==> config.mk <==
export PLATFORM = sky130hd
export DESIGN_NAME = lpif_master_top
export DESIGN_NICKNAME = d
export VERILOG_FILES = /design/src/lpif_pkg.sv /design/src/lpif_auto_sync.sv /design/src/lpif_flit_pack.sv /design/src/lpif_lane_map.sv /design/src/lpif_master_top.sv
export SDC_FILE = /design/constraint.sdc
export NUM_CORES = 1
export LEC_CHECK = 0
export ABC_AREA = 1
export BUFFER_PORTS_ARGS = -buffer_cell sky130_fd_sc_hd__clkbuf_2
export CORE_AREA = 2 2 510 512
export DETAILED_ROUTE_END_ITERATION = 8
export DIE_AREA = 0 0 512 514
export PLACE_DENSITY = 0.3
export SKIP_LAST_GASP = 1
export SLEW_MARGIN = 5
export SYNTH_ARGS = -nofsm -noshare
export SYNTH_HDL_FRONTEND = slang
export SYNTH_SLANG_ARGS = --single-unit
==> constraint.sdc <==
create_clock -name clk_wr -period 2.2 [get_ports clk_wr]
set_clock_uncertainty 0.1 [all_clocks]
set_input_delay 0.33 -clock clk_wr [delete_from_list [all_inputs] [get_ports clk_wr]]
set_output_delay 0.33 -clock clk_wr [all_outputs]
set_load 0.02 [all_outputs]
==> src/lpif_pkg.sv <==
// LPIF adapter shared types
// Lane widths, flit fields and link word

package lpif_pkg;

  ////////////////////////////////////////
  // Lane format
  ////////////////////////////////////////

  // Width of one PHY lane
  localparam int lane_w     = 80;
  // Lanes per link
  localparam int lane_n     = 4;
  // Flit payload bits carried by each lane
  localparam int payload_w  = 72;
  // Link word, four payloads side by side
  localparam int link_w     = lane_n * payload_w;
  // Marker bits in each lane
  localparam int marker_w   = 2;
  // Top lane bits left over, sent as zero
  localparam int reserved_w = lane_w - marker_w - 1 - payload_w;

  // Real flit content, spare bits excluded
  localparam int flit_w     = 282;
  // Padding so the flit fills the link word
  localparam int spare_w    = link_w - flit_w;

  ////////////////////////////////////////
  // Debug status word
  ////////////////////////////////////////

  localparam int dbg_w             = 32;
  localparam int dbg_tx_online_bit = 19;
  localparam int dbg_rx_online_bit = 18;

  ////////////////////////////////////////
  // Types
  ////////////////////////////////////////

  // Flit fields, valid in the lowest bits
  typedef struct packed {
    logic [spare_w-1:0] spare;
    logic [7:0]         state;
    logic [3:0]         protid;
    logic [255:0]       data;
    logic [1:0]         dvalid;
    logic [7:0]         crc;
    logic [1:0]         crc_valid;
    logic [1:0]         valid;
  } lpif_flit_s;

  // One PHY lane word, top bit first
  typedef struct packed {
    logic [reserved_w-1:0] reserved;
    logic [marker_w-1:0]   marker;
    logic                  strobe;
    logic [payload_w-1:0]  payload;
  } lane_s;

  // Link word seen as flit fields or as lane payloads
  // Lane 0 payload sits in the lowest bits
  typedef union packed {
    lpif_flit_s                            fields;
    logic [lane_n-1:0][payload_w-1:0]      lanes;
  } link_word_u;

endpackage

==> src/lpif_auto_sync.sv <==
// Online sequencing
// Delayed online levels, marker and strobe

`timescale 1ns/10ps

module lpif_auto_sync (
  input  logic                          clk_wr,
  input  logic                          arst_n,
  input  logic                          tx_online,
  input  logic                          rx_online,
  input  logic [15:0]                   delay_x_value,
  input  logic [15:0]                   delay_y_value,
  input  logic [15:0]                   delay_z_value,
  input  logic [lpif_pkg::marker_w-1:0] tx_mrk_userbit,
  input  logic                          tx_stb_userbit,
  output logic                          tx_online_delay,
  output logic                          rx_online_delay,
  output logic [lpif_pkg::marker_w-1:0] tx_marker,
  output logic                          tx_strobe
);

  import lpif_pkg::*;

  // Cycle counters, each held at zero while its level is low
  logic [15:0] tx_cnt;
  logic [15:0] rx_cnt;
  logic [15:0] stb_cnt;
  logic        stb_timed;

  // Count up to the programmed limit, then hold
  function automatic logic [15:0] cnt_step(input logic [15:0] cnt,
                                           input logic [15:0] lim);
    cnt_step = (cnt < lim) ? cnt + 16'd1 : cnt;
  endfunction

  ////////////////////////////////////////
  // Online delays
  ////////////////////////////////////////

  // TX side, timed by delay_y
  // Level rises once the count has reached the limit
  always_ff @(posedge clk_wr or negedge arst_n) begin
    if (!arst_n) begin
      tx_cnt          <= '0;
      tx_online_delay <= 1'b0;
    end else if (!tx_online) begin
      // Drop at once, restart the count
      tx_cnt          <= '0;
      tx_online_delay <= 1'b0;
    end else begin
      tx_cnt          <= cnt_step(tx_cnt, delay_y_value);
      tx_online_delay <= (tx_cnt >= delay_y_value);
    end
  end

  // RX side, timed by delay_x
  always_ff @(posedge clk_wr or negedge arst_n) begin
    if (!arst_n) begin
      rx_cnt          <= '0;
      rx_online_delay <= 1'b0;
    end else if (!rx_online) begin
      rx_cnt          <= '0;
      rx_online_delay <= 1'b0;
    end else begin
      rx_cnt          <= cnt_step(rx_cnt, delay_x_value);
      rx_online_delay <= (rx_cnt >= delay_x_value);
    end
  end

  ////////////////////////////////////////
  // Marker and strobe
  ////////////////////////////////////////

  // Strobe timer starts when TX goes online
  always_ff @(posedge clk_wr or negedge arst_n) begin
    if (!arst_n) begin
      stb_cnt <= '0;
    end else if (!tx_online_delay) begin
      stb_cnt <= '0;
    end else begin
      stb_cnt <= cnt_step(stb_cnt, delay_z_value);
    end
  end

  // Persistent once reached
  assign stb_timed = tx_online_delay && (stb_cnt >= delay_z_value);

  // User bit can force the strobe early
  assign tx_strobe = stb_timed || (tx_online_delay && tx_stb_userbit);

  // Persistent marker, only while TX is online
  assign tx_marker = tx_online_delay ? tx_mrk_userbit : {marker_w{1'b0}};

endmodule

==> src/lpif_flit_pack.sv <==
// Flit packing
// Downstream fields to link word and back

`timescale 1ns/10ps

module lpif_flit_pack (
  input  logic                 clk_wr,
  input  logic                 arst_n,
  input  lpif_pkg::lpif_flit_s dstrm,
  output lpif_pkg::link_word_u tx_link,
  input  lpif_pkg::link_word_u rx_link,
  input  logic                 rx_online_delay,
  output lpif_pkg::lpif_flit_s ustrm
);

  import lpif_pkg::*;

  ////////////////////////////////////////
  // Downstream pack
  ////////////////////////////////////////

  // Plain field copy into the fields view
  // Spare bits forced low, lanes see a clean top slice
  always_comb begin
    tx_link              = '0;
    tx_link.fields       = dstrm;
    tx_link.fields.spare = {spare_w{1'b0}};
  end

  ////////////////////////////////////////
  // Upstream unpack
  ////////////////////////////////////////

  // One register stage from the link word
  // Offline receive clears the whole flit
  // So nothing stale with a valid bit gets out
  always_ff @(posedge clk_wr or negedge arst_n) begin
    if (!arst_n) begin
      ustrm <= '0;
    end else if (!rx_online_delay) begin
      ustrm <= '0;
    end else begin
      // Fields view of the received word
      ustrm.state     <= rx_link.fields.state;
      ustrm.protid    <= rx_link.fields.protid;
      ustrm.data      <= rx_link.fields.data;
      ustrm.dvalid    <= rx_link.fields.dvalid;
      ustrm.crc       <= rx_link.fields.crc;
      ustrm.crc_valid <= rx_link.fields.crc_valid;
      ustrm.valid     <= rx_link.fields.valid;
      // Spare ignored on receive
      ustrm.spare     <= {spare_w{1'b0}};
    end
  end

endmodule

==> src/lpif_lane_map.sv <==
// Lane mapping
// Link word to four PHY lanes and back

`timescale 1ns/10ps

module lpif_lane_map (
  input  logic                                       clk_wr,
  input  logic                                       arst_n,
  input  lpif_pkg::link_word_u                       tx_link,
  input  logic                                       tx_online_delay,
  input  logic [lpif_pkg::marker_w-1:0]              tx_marker,
  input  logic                                       tx_strobe,
  output lpif_pkg::lane_s [lpif_pkg::lane_n-1:0]     tx_phy,
  input  lpif_pkg::lane_s [lpif_pkg::lane_n-1:0]     rx_phy,
  output lpif_pkg::link_word_u                       rx_link
);

  import lpif_pkg::*;

  // Next lane words before the TX register
  lane_s [lane_n-1:0] tx_lane_next;

  ////////////////////////////////////////
  // TX lane build
  ////////////////////////////////////////

  // Each lane takes its own payload slice
  // Marker and strobe are shared by all lanes
  always_comb begin
    for (int i = 0; i < lane_n; i++) begin
      tx_lane_next[i].reserved = {reserved_w{1'b0}};
      tx_lane_next[i].marker   = tx_marker;
      tx_lane_next[i].strobe   = tx_strobe;
      tx_lane_next[i].payload  = tx_link.lanes[i];
    end
  end

  ////////////////////////////////////////
  // TX register
  ////////////////////////////////////////

  // Single stage towards the PHY
  // All lanes idle at zero while TX is offline
  always_ff @(posedge clk_wr or negedge arst_n) begin
    if (!arst_n) begin
      tx_phy <= '0;
    end else if (!tx_online_delay) begin
      tx_phy <= '0;
    end else begin
      tx_phy <= tx_lane_next;
    end
  end

  ////////////////////////////////////////
  // RX gather
  ////////////////////////////////////////

  // Payloads only, back into the lanes view
  // Marker, strobe and reserved bits dropped here
  // No gating, the packer handles offline receive
  always_ff @(posedge clk_wr) begin
    for (int i = 0; i < lane_n; i++) begin
      rx_link.lanes[i] <= rx_phy[i].payload;
    end
  end

endmodule

==> src/lpif_master_top.sv <==
// LPIF master adapter top
// Sequencing, packing and lane mapping

`timescale 1ns/10ps

module lpif_master_top (
  input  logic                                   clk_wr,
  input  logic                                   arst_n,

  // Online control
  input  logic                                   tx_online,
  input  logic                                   rx_online,

  // Marker, strobe and delay setup
  input  logic [lpif_pkg::marker_w-1:0]          tx_mrk_userbit,
  input  logic                                   tx_stb_userbit,
  input  logic [15:0]                            delay_x_value,
  input  logic [15:0]                            delay_y_value,
  input  logic [15:0]                            delay_z_value,

  // User flit channels
  input  lpif_pkg::lpif_flit_s                   dstrm,
  output lpif_pkg::lpif_flit_s                   ustrm,

  // PHY lanes
  output lpif_pkg::lane_s [lpif_pkg::lane_n-1:0] tx_phy,
  input  lpif_pkg::lane_s [lpif_pkg::lane_n-1:0] rx_phy,

  // Status
  output logic [lpif_pkg::dbg_w-1:0]             debug_status
);

  import lpif_pkg::*;

  ////////////////////////////////////////
  // Internal wires
  ////////////////////////////////////////

  link_word_u          tx_link;
  link_word_u          rx_link;
  logic                tx_online_delay;
  logic                rx_online_delay;
  logic [marker_w-1:0] tx_marker;
  logic                tx_strobe;

  // Online delays, marker and strobe
  lpif_auto_sync lpif_auto_sync_inst (
    .clk_wr          (clk_wr),
    .arst_n          (arst_n),
    .tx_online       (tx_online),
    .rx_online       (rx_online),
    .delay_x_value   (delay_x_value),
    .delay_y_value   (delay_y_value),
    .delay_z_value   (delay_z_value),
    .tx_mrk_userbit  (tx_mrk_userbit),
    .tx_stb_userbit  (tx_stb_userbit),
    .tx_online_delay (tx_online_delay),
    .rx_online_delay (rx_online_delay),
    .tx_marker       (tx_marker),
    .tx_strobe       (tx_strobe)
  );

  // No FIFO or credits, flits go straight to the link word
  lpif_flit_pack lpif_flit_pack_inst (
    .clk_wr          (clk_wr),
    .arst_n          (arst_n),
    .dstrm           (dstrm),
    .tx_link         (tx_link),
    .rx_link         (rx_link),
    .rx_online_delay (rx_online_delay),
    .ustrm           (ustrm)
  );

  // Link word across the four lanes
  lpif_lane_map lpif_lane_map_inst (
    .clk_wr          (clk_wr),
    .arst_n          (arst_n),
    .tx_link         (tx_link),
    .tx_online_delay (tx_online_delay),
    .tx_marker       (tx_marker),
    .tx_strobe       (tx_strobe),
    .tx_phy          (tx_phy),
    .rx_phy          (rx_phy),
    .rx_link         (rx_link)
  );

  // Debug word, only the two online levels
  always_comb begin
    debug_status                    = '0;
    debug_status[dbg_tx_online_bit] = tx_online_delay;
    debug_status[dbg_rx_online_bit] = rx_online_delay;
  end

endmodule

==> summary.md <==
| Metric | Value |
|---|---|
| Status | `finished, final reports clean` |
| Syn-to-layout area delta | `73.8%` |
| WS Path Type | `reg2reg` |
| Area leader, netlist | `dfrtp_1` |
| Critical path launch point type | `flip-flop` |
| # port buffers | `1196` |
| Antenna viol nets, final | `0` |
| Vias per inst | `3.02` |
| Worst vdd ir | `606 uV` |
| Htree depth | `3` |
| Worst path bufs/invs | `0` |
| Fmax | `492 MHz` |
| Clk Latency, worst-skew pair | `0.81 ns` |
| Hold slack | `0.0863 ns` |
| Number of nets in the layout | `5564` |
| Max_slew headroom | `0.576` |
| Tightest Pin Transition | `0.636 ns` |
| Global placement routability congestion | `0.853` |
| Max incr delay on CP | `0.44 ns` |
| Met3 GRT Util | `0.0420` |
| Post-route setup slack | `0.169 ns` |
| Netlist cell types | `32` |
| Total track usage | `0.117` |
| Pre-CTS WS | `0.133 ns` |
| First-pass GRT wire length | `216 mm` |
| Fillers | `28800` |
| Starting DRT DRC Count | `897` |
| Ports | `1303` |
| Clk slew on worst S/H paths | `0.06 ns` |
| Reg2reg setup slack | `0.17 ns` |
| Slowest CP cell | `dfrtp_1` |
| Cell Area, Synth | `0.0296 sq mm` |
| Synth Instances | `2802` |
| Largest delay share family, worst path | `simple AND/OR/NAND/NOR gates` |
| Largest net degree at the start of global routing | `85` |
| Die Span Y | `514 um` |
| Arrival @ worst endpoint | `2.52 ns` |
| Drt pass-1 iters | `4` |
| Synth Register Bits | `899` |
| Pwr dens | `749 mW/mm^2` |
| Routed WL per cell | `18.8 um` |
| Hold/Removal Path Class | `in2async` |
| Synth top area cells | `dfrtp_1 (52%), dfxtp_1 (19%), nand2_1 (9.4%)` |
| Clock Tree Buf Depth | `3` |
| Top Usage Layer GRT | `met2` |
| Fin. Hold Viols | `0` |
| Synth top area share | `0.521` |
| Row Count | `187` |
| Clock Sinks | `899` |
| Avg Inst Size Synth | `10.6 sq um` |
| Worst Setup End Kind | `flip-flop` |
| Fin crit period | `2.03 ns` |
| WL final | `157 mm` |
| Layout cell share with drive strength beyond 1 | `0.310` |
| CP Cell Sequence | `ha_1 -> nand4_1 -> nor3_2 -> nand2_4 -> nand2_8 -> nand2_4 -> nand2_1 -> nand2_1` |
| GR Util met1 | `0.140` |
| Worst EP required | `2.69 ns` |
| # DRC | `0` |
| Multi-input logic area | `0.00533 sq mm` |
| Antenna violations before repair | `40` |
| Post-synthesis sequential area ratio | `0.712` |
| Tcrit/Tclk final | `0.923` |
| Max_cap viols | `0` |
| Pleak | `30.0 nW` |
| Total CTS buffers | `115` |
| Setup_tns | `0 ns` |
| Initial Util | `0.115` |
| CTS tree | `yes` |
| RSZ-0062 raised after global routing | `false` |
| Vias in the first global route | `27300` |
| Yosys warnings | `0` |
| Chip width | `512 um` |
| Clk root buf | `clkbuf_16` |
| Grt total ovfl | `0` |
| Final setup violating endpoints | `0` |
| Final Slew Violations | `0` |
| Vias | `25300` |
| Reg area | `0.0211 sq mm` |
| Detail Placement HPWL | `126 mm` |
| Die area | `0.263 sq mm` |
| Critical-path maximum fanout | `17` |
| Core area | `0.258 sq mm` |
| Grt met2 use | `0.197` |
cells in the mapped netlist:
cell	number
nand2_1	745
inv_1	668
dfrtp_1	617
dfxtp_1	282
buf_4	76
nand3_1	69
nor2_1	63
clkbuf_1	61
ha_1	51
nand4_1	49
xor2_1	26
nor2_2	15
nand3_2	14
a21oi_1	12
buf_1	7
buf_2	6
nand2_2	6
inv_2	5
nand2_4	4
o21ai_1	4
a21o_1	3
nor2_4	3
nor3_1	3
a21oi_2	2
buf_6	2
clkinv_1	2
xnor2_1	2
a21oi_4	1
buf_12	1
conb_1	1
nand2_8	1
nor3_2	1
cell families (layout without fill, tap and decap cells):
| group | after synthesis | count (layout) | share of synthesized area |
|---|---|---|---|
| adders and majority gates | 51 | 51 | 0.0215 |
| DFF | 899 | 899 | 0.712 |
| and+or+nand+nor | 973 | 973 | 0.138 |
| xor gates and xnor gates | 28 | 28 | 0.00828 |
| buffers and inverters | 828 | 2912 | 0.116 |
| other | 1 | 69 | 0.000127 |
| AOI/OAI and AO/OA | 22 | 22 | 0.00460 |
worst paths after layout:
check,endpoint,from,depth (start not counted)
worst max-delay path,lpif_auto_sync_inst.stb_cnt[15],lpif_auto_sync_inst.stb_cnt[11],8
worst min-delay path,lpif_flit_pack_inst.ustrm[150],arst_n,2
worst max register to register,lpif_auto_sync_inst.stb_cnt[15],lpif_auto_sync_inst.stb_cnt[11],8
worst min register to register,lpif_flit_pack_inst.ustrm[154],lpif_lane_map_inst.rx_link[154],2
max in group asynchronous,lpif_lane_map_inst.tx_phy[88],arst_n,3
min in group clk_wr,lpif_auto_sync_inst.rx_online_delay,delay_x_value[0],6
power breakdown:
group | switching (mW) | internal [mW]
combinational | 0.983 | 1.37
clock | 8.24 | 11.1
sequential | 0.122 | 16.7
total | 9.34 | 29.2
sequential cells by signal, summed over array words and instances, names as in the netlist:
signal,count
lpif_auto_sync_inst.tx_cnt,16
lpif_auto_sync_inst.rx_online_delay,1
lpif_auto_sync_inst.rx_cnt,16
lpif_lane_map_inst.tx_phy,285
lpif_lane_map_inst.rx_link,282
lpif_auto_sync_inst.tx_online_delay,1
lpif_auto_sync_inst.stb_cnt,16
lpif_flit_pack_inst.ustrm,282
what timing repair did:
action	in CTS	in global routing
hold endpoints to repair	1013	0
endpoints found under the setup margin	2	0
resized for setup	1	0
buffers inserted	4	0
hold buffers	730	0
metal layers:
| metal | part of all wire | vias up |
|---|---|---|
| met1 | 0.42 | 12000 |
| met3 | 0.084 | 226 |
| li1 | - | 12000 |
| met4 | 0.026 | 12 |
| met5 | 0.00041 | - |
| met2 | 0.47 | 1017 |
metrics by stage:
| step | utilization | power (mW) | cell area [sq um] | instances |
|---|---|---|---|---|
| 2_1_floorplan | - | 17.4 | 29800 | 2863 |
| 3_3_place_gp | 0.156 | 18.4 | 40200 | 7400 |
| 3_5_place_dp | 0.156 | 18.4 | 40200 | 7400 |
| 4_1_cts | 0.199 | 39.7 | 51500 | 8349 |
| 5_1_grt | 0.199 | 40.4 | 51500 | 8353 |
| 6_report | 0.199 | 38.5 | 51500 | 8356 |
cell type report:
type                       count  share of cell area
sequential                   899               0.410
timing repair buffer        2023               0.279
multi-input combinational   1136               0.104
tap                         3402              0.0827
clock buffer                 164              0.0634
inverter                     675              0.0492
clock inverter                50              0.0119
antenna                        7            0.000340
cells in the final DEF (no fill, tap or decap), types with 3 or more instances in the layout:
| cell | instances |
|---|---|
| clkinv_2 | 21 |
| clkinvlp_4 | 7 |
| inv_6 | 5 |
| diode_2 | 7 |
| nor2_2 | 15 |
| nor2_1 | 63 |
| dlygate4sd3_1 | 730 |
| buf_4 | 71 |
| buf_12 | 25 |
| dfrtp_1 | 615 |
| clkinv_16 | 6 |
| inv_1 | 668 |
| conb_1 | 62 |
| dfxtp_1 | 282 |
| nand3_1 | 69 |
| clkbuf_1 | 29 |
| nand4_1 | 49 |
| a21oi_1 | 12 |
| nand2_2 | 6 |
| nand2_4 | 4 |
| nor2_4 | 3 |
| clkbuf_16 | 115 |
| xor2_1 | 26 |
| clkinv_4 | 4 |
| nor3_1 | 3 |
| o21ai_1 | 4 |
| clkbuf_8 | 20 |
| nand3_2 | 14 |
| a21o_1 | 3 |
| bufinv_16 | 6 |
| ha_1 | 51 |
| clkbuf_2 | 1194 |
| inv_2 | 5 |
| nand2_1 | 745 |
Power figures use the tool's default switching activity.
